<file path="src/common/pcm_bffr_regmap.svh">
/*
  Local-bus register addresses of the PCM buffer
  Included inside the module body of each user
*/

// Bit 0 holds the mode, a write restarts the frame
localparam logic [7:0] PCM_BFFR_CONTROL_ADDR  = 8'd0;
// Bit 0 holds cap_done
localparam logic [7:0] PCM_BFFR_STATUS_ADDR   = 8'd1;
// Word address into bank A for capture reads
localparam logic [7:0] PCM_BFFR_CAP_ADDR_ADDR = 8'd2;
// Read only, word at CAP_ADDR
localparam logic [7:0] PCM_BFFR_CAP_DATA_ADDR = 8'd3;
</file>
<file path="src/common/acortex_pkg.sv">
/*
  Shared types of the audio buffering core
  PCM word and stereo pair, local-bus request and response,
  buffer mode enum and the unmapped-read value
*/
`default_nettype none

package acortex_pkg;

  // One PCM sample
  typedef logic [31:0] pcm_word_t;

  // Stereo pair, left in the upper half
  typedef struct packed {
    pcm_word_t left;
    pcm_word_t right;
  } pcm_pair_t;

  typedef logic [7:0]  lb_addr_t;  // Register address
  typedef logic [31:0] lb_data_t;  // Register data

  // Local-bus request, one cycle per access
  typedef struct packed {
    logic     wr_en;
    logic     rd_en;
    lb_addr_t addr;
    lb_data_t wr_data;
  } lb_req_t;

  // Local-bus response
  typedef struct packed {
    logic     wr_valid;  // One cycle after wr_en
    logic     rd_valid;  // Ends each read, with rd_data
    lb_data_t rd_data;
  } lb_rsp_t;

  typedef enum logic {
    MODE_PLAY    = 1'b0,  // Continuous bank swap
    MODE_CAPTURE = 1'b1   // Single frame into bank A
  } bffr_mode_e;

  localparam lb_data_t LB_BAD_DATA = 32'hdeadbabe;  // Unmapped address

endpackage

`default_nettype wire

</file>
<file path="src/source/pcm_dac_feeder.sv">
/*
  DAC playback feeder
  Credit counter, play request issue, output pair register
*/
`timescale 1ns/100ps
`default_nettype none

module pcm_dac_feeder #(
  parameter int DAC_CREDITS = 4
) (
  input  logic                   clk,
  input  logic                   rst_n,
  input  logic                   dac_credit,  // One per pair the sink can take
  input  logic                   play_rdy,
  output logic                   play_req,
  input  logic                   play_valid,
  input  acortex_pkg::pcm_pair_t play_pair,
  output logic                   dac_valid,
  output acortex_pkg::pcm_pair_t dac_pair
);

  localparam int CNT_W = $clog2(DAC_CREDITS + 1);

  typedef logic [CNT_W-1:0] credit_cnt_t;

  localparam credit_cnt_t MAX_CREDITS = credit_cnt_t'(DAC_CREDITS);

  credit_cnt_t credits;
  logic        credit_add;

  // Saturate at the credit limit
  assign credit_add = dac_credit & (credits != MAX_CREDITS);

  // Request charged at issue, the buffer spaces requests
  assign play_req = (credits != '0) & play_rdy;

  always_ff @(posedge clk or negedge rst_n)
  begin
    if (!rst_n)
    begin
      credits <= '0;
    end
    else
    begin
      case ({credit_add, play_req})
        2'b10:   credits <= credits + 1'b1;
        2'b01:   credits <= credits - 1'b1;
        default: credits <= credits;  // Both or neither
      endcase
    end
  end

  // Returned pair to the DAC one cycle later
  always_ff @(posedge clk or negedge rst_n)
  begin
    if (!rst_n)
    begin
      dac_valid <= 1'b0;
    end
    else
    begin
      dac_valid <= play_valid;
    end
  end

  always_ff @(posedge clk)
  begin
    if (play_valid)
    begin
      dac_pair <= play_pair;  // Held between pairs
    end
  end

endmodule

`default_nettype wire

</file>
<file path="config.mk">
export PLATFORM = sky130hd
export DESIGN_NAME = pcm_dac_feeder
export DESIGN_NICKNAME = d
export VERILOG_FILES = /design/src/common/pcm_bffr_regmap.svh /design/src/common/acortex_pkg.sv /design/src/source/pcm_dac_feeder.sv
export SDC_FILE = /design/constraint.sdc
export NUM_CORES = 1
export LEC_CHECK = 0
export BUFFER_PORTS_ARGS = -buffer_cell sky130_fd_sc_hd__buf_4
export CAP_MARGIN = 20
export CORE_MARGIN = 5
export CORE_UTILIZATION = 41
export CTS_BUF_LIST = sky130_fd_sc_hd__clkbuf_16
export DETAILED_ROUTE_END_ITERATION = 6
export PLACE_DENSITY = 0.78
export SETUP_SLACK_MARGIN = 0.5
export SLEW_MARGIN = 0
export SYNTH_ARGS = -nofsm -noshare
export SYNTH_HDL_FRONTEND = slang
export SYNTH_SLANG_ARGS = --single-unit
</file>
<file path="constraint.sdc">
create_clock -name clk -period 2.5 [get_ports clk]
set_clock_uncertainty 0.15 [all_clocks]
set_input_delay 0.75 -clock clk [delete_from_list [all_inputs] [get_ports clk]]
set_output_delay 0.75 -clock clk [all_outputs]
set_load 0.02 [all_outputs]
</file>
==> flow_metrics.tcl, run 1 <==
set metrics [dict create \
    cp.required_ps 1600 \
    first_global_vias 1467 \
    synth.avg_cell_area_um2 25.9 \
    grt_max_degree 33 \
    via_count 1331 \
    path_class "reg2out" \
    worst_setup_path_end_kind "primary output" \
    cts_sinks 68 \
    drive_gt1_share_pct 66.7 \
    drt_iter0_drc 55 \
    fin_crit_sh_pct 83.0 \
    rsz0062_at_grt "true" \
    maxSlewHeadroom_pct 83.1 \
    synth_top_family_by_area "adder cells" \
    synth_top_area_share_pct 90.6 \
    syn_nets 153 \
    cts_made_buffers 9 \
    setup_viol 0 \
    port_buffers 134 \
    cp_slowest_cell "dfrtp_1" \
    powerDensity_nw_per_um2 877 \
    r2r-end "credits[2]$_DFFE_PN0P_" \
    yosys.cell_types.count 12 \
    antenna_found_initial 0 \
    rrSetupSlack_ps 530 \
    hold_violations 0 \
    grt_overflow_total 0 \
    synth-compound-area-share_pct 0.649 \
    rr_startpoint "credits[0]$_DFFE_PN0P_" \
    cts_buffer_depth 2 \
    cp_cell_sequence "o31a_1, buf_6" \
    ir_drop_uv 694 \
    cts_tree "yes" \
    maxCapViolations 0 \
    yosysWarnings 0 \
    ff2ff_path_depth 10 \
    drc 0 \
    syn_to_final_growth_pct 68.1 \
    synthAdderAreaFrac_pct 1.53 \
    grt_pass1_wl_um 7220 \
    grt_usage_pct 15.5 \
    die_w_um 81.9 \
    ys_ff_latch 68 \
    synthSimpleGateAreaFrac_pct 0.767 \
    crit_buf_inv 1 \
    syn_area_um2 2120 \
    outcome "complete, no violations" \
    place_congestion 0.681 \
    synth_top_cell_by_area "edfxtp_1" \
    worstSetupStartpointType "flop" \
    synthCells 82 \
    clk_latency_ps 320 \
    tightest_slew_ps 253 \
    slew_viol_final 0 \
    die-area_um2 6710 \
    arrival_ps 1170 \
    finish.instance_area_um2 3570 \
    synth_area_leaders "edfxtp_1 91%, dfrtp_1 4.7%, fa_1 0.94%, xor2_1 0.83%, ha_1 0.59%" \
    coreArea_um2 5070 \
    ant_nets 0 \
    dr.pass1.iters 4 \
    num_rows 26 \
    ys_seq_area_share_pct 95.3 \
    n_antenna_cell 0 \
    hp-class "in2async" \
    fin_tns_setup_ps 0 \
    dp_hpwl_um 3790 \
    cts_root_buf "clkbuf_16" \
    die_height_um 81.9 \
    clock.fmax_mhz 482 \
    drt_wl_total_um 4920 \
    fin_nets 303 \
    wire_per_inst_um 16.0 \
    start_util_pct 41.8 \
    placed_area_um2 3250 \
    cp_slowest_stage_delay_ps 390 \
    synth_mux_area_share_pct 0 \
    crit_family "flip-flops" \
    synthXorXnorAreaFrac_pct 1.24 \
    ios 135 \
    vias_per_cell 4.34 \
    min_period_ps 2070 \
    cts.clk_slew.worst_paths_ps 50 \
    cts-htree-levels 3 \
    critical_path.max_fanout 2 \
    p_leak_uw 0.00153 \
]
## state kept, by name, summed over array words and instances (netlist names)
name and flops:
dac_valid 1, credits 3, dac_pair 64
## how the worst max path moves through the flow
stage                     cells after the start              startpoint                endpoint
after floorplan                               7                play_rdy  credits[2]$_DFFE_PN0P_
after global placement                        8                play_rdy  credits[2]$_DFFE_PN0P_
after detailed placement                      8                play_rdy  credits[2]$_DFFE_PN0P_
after CTS                                     2  credits[0]$_DFFE_PN0P_                play_req
after global routing                          2  credits[2]$_DFFE_PN0P_                play_req
final                                         2  credits[2]$_DFFE_PN0P_                play_req
## cells by family after synthesis
family                   count (synthesis)
buffers and inverters                    3
adder cells (fa/ha/maj)                  2
AO/OA/AOI/OAI                            2
XOR/XNOR                                 3
flip-flops                              68
AND/OR/NAND/NOR                          4
## worst register-to-register path: stages (launching register included)
cell     delay, ps
dfrtp_1        390
buf_4          150
inv_1           90
nand3_1         90
nand2_1         70
ha_2           190
inv_2           40
fa_2           330
xor2_1         150
nor2_1         110
xor2_1         140
## per-stage QoR
| stage | utilization [%] | hold slack, ps | std cells | setup WS [ps] | total power (uW) |
|---|---|---|---|---|---|
| 2_1_floorplan | - | 304 | 82 | 276 | 1660 |
| 3_3_place_gp | 64.0 | 340 | 288 | 341 | 1910 |
| 3_5_place_dp | 64.0 | 347 | 288 | 297 | 1930 |
| 4_1_cts | 70.3 | 61.2 | 307 | 424 | 3170 |
| 5_1_grt | 70.3 | 54.0 | 307 | 380 | 3280 |
| 6_report | 70.3 | 72.5 | 307 | 426 | 3130 |
## final cells by class
cell class                      instances  area (um2)
Clock buffer                            9         225
Clock inverter                          7        67.6
Sequential cell                        68        2020
Fill cell                             351        1510
Multi-Input combinational cell         11        93.8
Inverter                                3        11.3
Timing Repair Buffer                  139        1060
Tap cell                               70        87.6
## synthesized netlist by cell type
cell,count
dfrtp_1,4
edfxtp_1,64
fa_1,1
ha_1,1
inv_1,3
nand2_1,2
nand3_1,1
nor2_1,1
o21ai_0,1
o31a_1,1
xnor2_1,1
xor2_1,2
## per-layer routing
metal	vias to the layer above	global-route usage [%]	routed length (um)
li1	619	-	-
met1	622	14.4	1570
met2	80	25.3	2540
met3	10	10.9	732
met4	0	7.97	86
met5	-	0	0
## repair_timing
| item | CTS | global route |
|---|---|---|
| gates cloned | 0 | 0 |
| endpoints found under the hold margin | 0 | 0 |
| hold buffers | 0 | 0 |
| gates resized for setup | 1 | 0 |
| pin swaps | 1 | 3 |
| endpoints found under the setup margin | 1 | 2 |
| setup buffers | 3 | 0 |
## where the power goes
| group | total [uW] | internal [uW] | switching [uW] |
|---|---|---|---|
| clock network | 1190 | 764 | 429 |
| logic | 522 | 261 | 261 |
| registers | 1410 | 1370 | 41.4 |
## placed cells by master (no fill, tap or decap), types with 2 or more instances in the layout
cell,n
buf_4,137
xor2_1,2
edfxtp_1,64
nand2_1,2
clkinvlp_4,3
clkinv_2,3
clkbuf_16,9
inv_1,2
dfrtp_1,4
(Power assumes the default switching activity.)
==> run 2: changes to the inputs <==
--- a/config.mk
+++ b/config.mk
@@ -8,10 +8,10 @@
 export BUFFER_PORTS_ARGS = -buffer_cell sky130_fd_sc_hd__buf_4
 export CAP_MARGIN = 20
 export CORE_MARGIN = 5
-export CORE_UTILIZATION = 41
+export CORE_UTILIZATION = 37
 export CTS_BUF_LIST = sky130_fd_sc_hd__clkbuf_16
 export DETAILED_ROUTE_END_ITERATION = 6
-export PLACE_DENSITY = 0.78
+export PLACE_DENSITY = 0.74
 export SETUP_SLACK_MARGIN = 0.5
 export SLEW_MARGIN = 0
 export SYNTH_ARGS = -nofsm -noshare
==> constraint.sdc (replaced) <==
create_clock -name clk -period 1.8 [get_ports clk]
set_clock_uncertainty 0.15 [all_clocks]
set_input_delay 0.54 -clock clk [delete_from_list [all_inputs] [get_ports clk]]
set_output_delay 0.54 -clock clk [all_outputs]
set_load 0.02 [all_outputs]
==> flow_metrics.tcl, run 2 (synthesis gave the netlist of run 1 again) <==
set metrics [dict create \
    p_switching_uw 1150 \
    hp-class "in2reg" \
    cts.clk_slew.worst_paths_ps 70 \
    vias_per_cell 4.38 \
    n_antenna_cell 0 \
    grt_pass1_wl_um 8600 \
    fillers 370 \
    layout_common_cells "76 x buf_4, 66 x buf_6, 64 x edfxtp_1, 9 x clkbuf_16, 4 x dfrtp_1" \
    final_common_cell "buf_4" \
    violations "setup timing" \
    cts_sinks 68 \
    arrival_ps 1290 \
    regMostFlops "dac_pair" \
    crit_buf_inv 2 \
    critical_path.max_fanout 3 \
    finish.instance_area_um2 3910 \
    hold_violations 0 \
    drc 0 \
    maxCapViolations 0 \
    die_height_um 85.7 \
    ios 135 \
    antenna_found_initial 0 \
    path_class "reg2out" \
    cts_buffer_depth 2 \
    start_util_pct 38.3 \
    dr.pass1.iters 4 \
    fin_tns_setup_ps -329 \
    cts_tree "yes" \
    coreArea_um2 5540 \
    cts_root_buf "clkbuf_16" \
    p_leak_uw 0.00167 \
    die_w_um 85.7 \
    grt_max_degree 43 \
    multiInputGateArea_um2 118 \
    cts-htree-levels 3 \
    rrSetupSlack_ps -100 \
    min_period_ps 1980 \
    dp_hpwl_um 3910 \
    swShare_pct 24.0 \
    worst_setup_path_end_kind "primary output" \
    cp.required_ps 1110 \
    setup_viol 3 \
    clock.fmax_mhz 504 \
    worstSetupStartpointType "flop" \
    place_congestion 0.700 \
    first_global_vias 1597 \
    port_buffers 134 \
    ant_nets 0 \
    num_rows 27 \
    drive_gt1_share_pct 68.2 \
    tightest_slew_ps 291 \
    top_regs "dac_pair (64), credits (3), dac_valid (1)" \
    powerDensity_nw_per_um2 1230 \
    grt_usage_pct 16.2 \
    register_area_um2 2020 \
    cts_made_buffers 9 \
    fin_nets 308 \
    maxSlewHeadroom_pct 80.6 \
    cp_slowest_cell "dfrtp_1" \
    via_count 1376 \
    die-area_um2 7350 \
    fin_crit_sh_pct 110 \
    cp_cell_sequence "o31a_1, buf_4, buf_6" \
    setup_ws_ps -184 \
    rsz0062_at_grt "true" \
    p_int_uw 3640 \
    outcome "finished with violations" \
    syn_to_final_growth_pct 84.3 \
    slew_viol_final 0 \
    grt_overflow_total 0 \
    crit_family "flip-flops" \
    p_clk_share_pct 39.2 \
    pwr-share-seq_pct 41.5 \
    cp_slowest_stage_delay_ps 400 \
    drt_wl_total_um 5720 \
    clk_latency_ps 320 \
    largest_register_ffs 64 \
    wire_per_inst_um 18.2 \
    drt_iter0_drc 41 \
    placed_area_um2 3290 \
    ir_drop_uv 1080 \
    combPwrFrac_pct 19.2 \
]
## run 2: cell types whose count changed in the layout (fill, tap and decap cells not counted), sizes merged
cell	previous run	this run
bufinv	1	2
clkinvlp	3	0
clkinv	3	4
inv	3	4
dlygate4sd3	0	1
buf	139	143
## run 2: worst reg2reg max path, cell delays in order, from the launching register on
cell	delay, ps
dfrtp_1	400
o31a_1	320
buf_4	140
ha_4	150
inv_2	60
fa_2	200
xor2_1	140
nor2_1	70
xor2_1	140
## run 2: path summary, 6_finish.rpt
check | depth (start not counted) | start | end
min | 1 | play_pair[22] | dac_pair[22]$_DFFE_PP_
min in group asynchronous | 2 | rst_n | credits[0]$_DFFE_PN0P_
max reg2reg | 8 | credits[2]$_DFFE_PN0P_ | credits[2]$_DFFE_PN0P_
max | 3 | credits[2]$_DFFE_PN0P_ | play_req
max in group asynchronous | 2 | rst_n | dac_valid$_DFF_PN0_
min reg2reg | 2 | credits[1]$_DFFE_PN0P_ | credits[1]$_DFFE_PN0P_
## run 2: per-stage QoR
step	hold WS (ps)	util [%]	total power [uW]	setup slack (ps)	std cells
global placement	191	59.4	2720	-121	294
CTS	232	70.3	4780	-181	313
global route	224	70.6	5000	-233	314
finish	237	70.6	4800	-184	314
floorplan	94.4	-	2320	-183	82
detailed placement	190	59.4	2750	-238	294
## run 2: layout make-up
type                    count  share of cell area (%)
clock buffers               9                    5.76
clock inverters             7                    2.56
inverters                   3                   0.288
multi-input cells          11                    3.01
flip-flops and latches     68                    51.7
well taps                  72                    2.30
repair buffers            144                    34.4
## run 2: what timing repair did
action / CTS / global route
pin swaps: 3 / 4
buffers inserted: 2 / 1
hold endpoints to repair: 4 / 0
endpoints found under the setup margin: 69 / 69
resized for setup: 68 / 2
hold buffers: 1 / 0
## run 2: routing by layer
layer | global-route usage [%] | vias to the layer above | part of all wire, % | wire length, um
li1 | - | 630 | - | -
met1 | 15.6 | 663 | 32 | 1820
met2 | 28.5 | 81 | 56 | 3190
met3 | 9.13 | 2 | 12 | 685
met4 | 6.47 | 0 | 0.51 | 29
met5 | 0 | - | 0 | 0
## run 2: power by group through the flow
stage	Clock (uW)	Sequential (uW)	Combinational (uW)
4_1_cts	1900	1990	885
2_1_floorplan	0	2150	172
3_5_place_dp	0	2000	754
6_report	1880	1990	923
5_1_grt	2010	2010	983
3_3_place_gp	0	1990	724
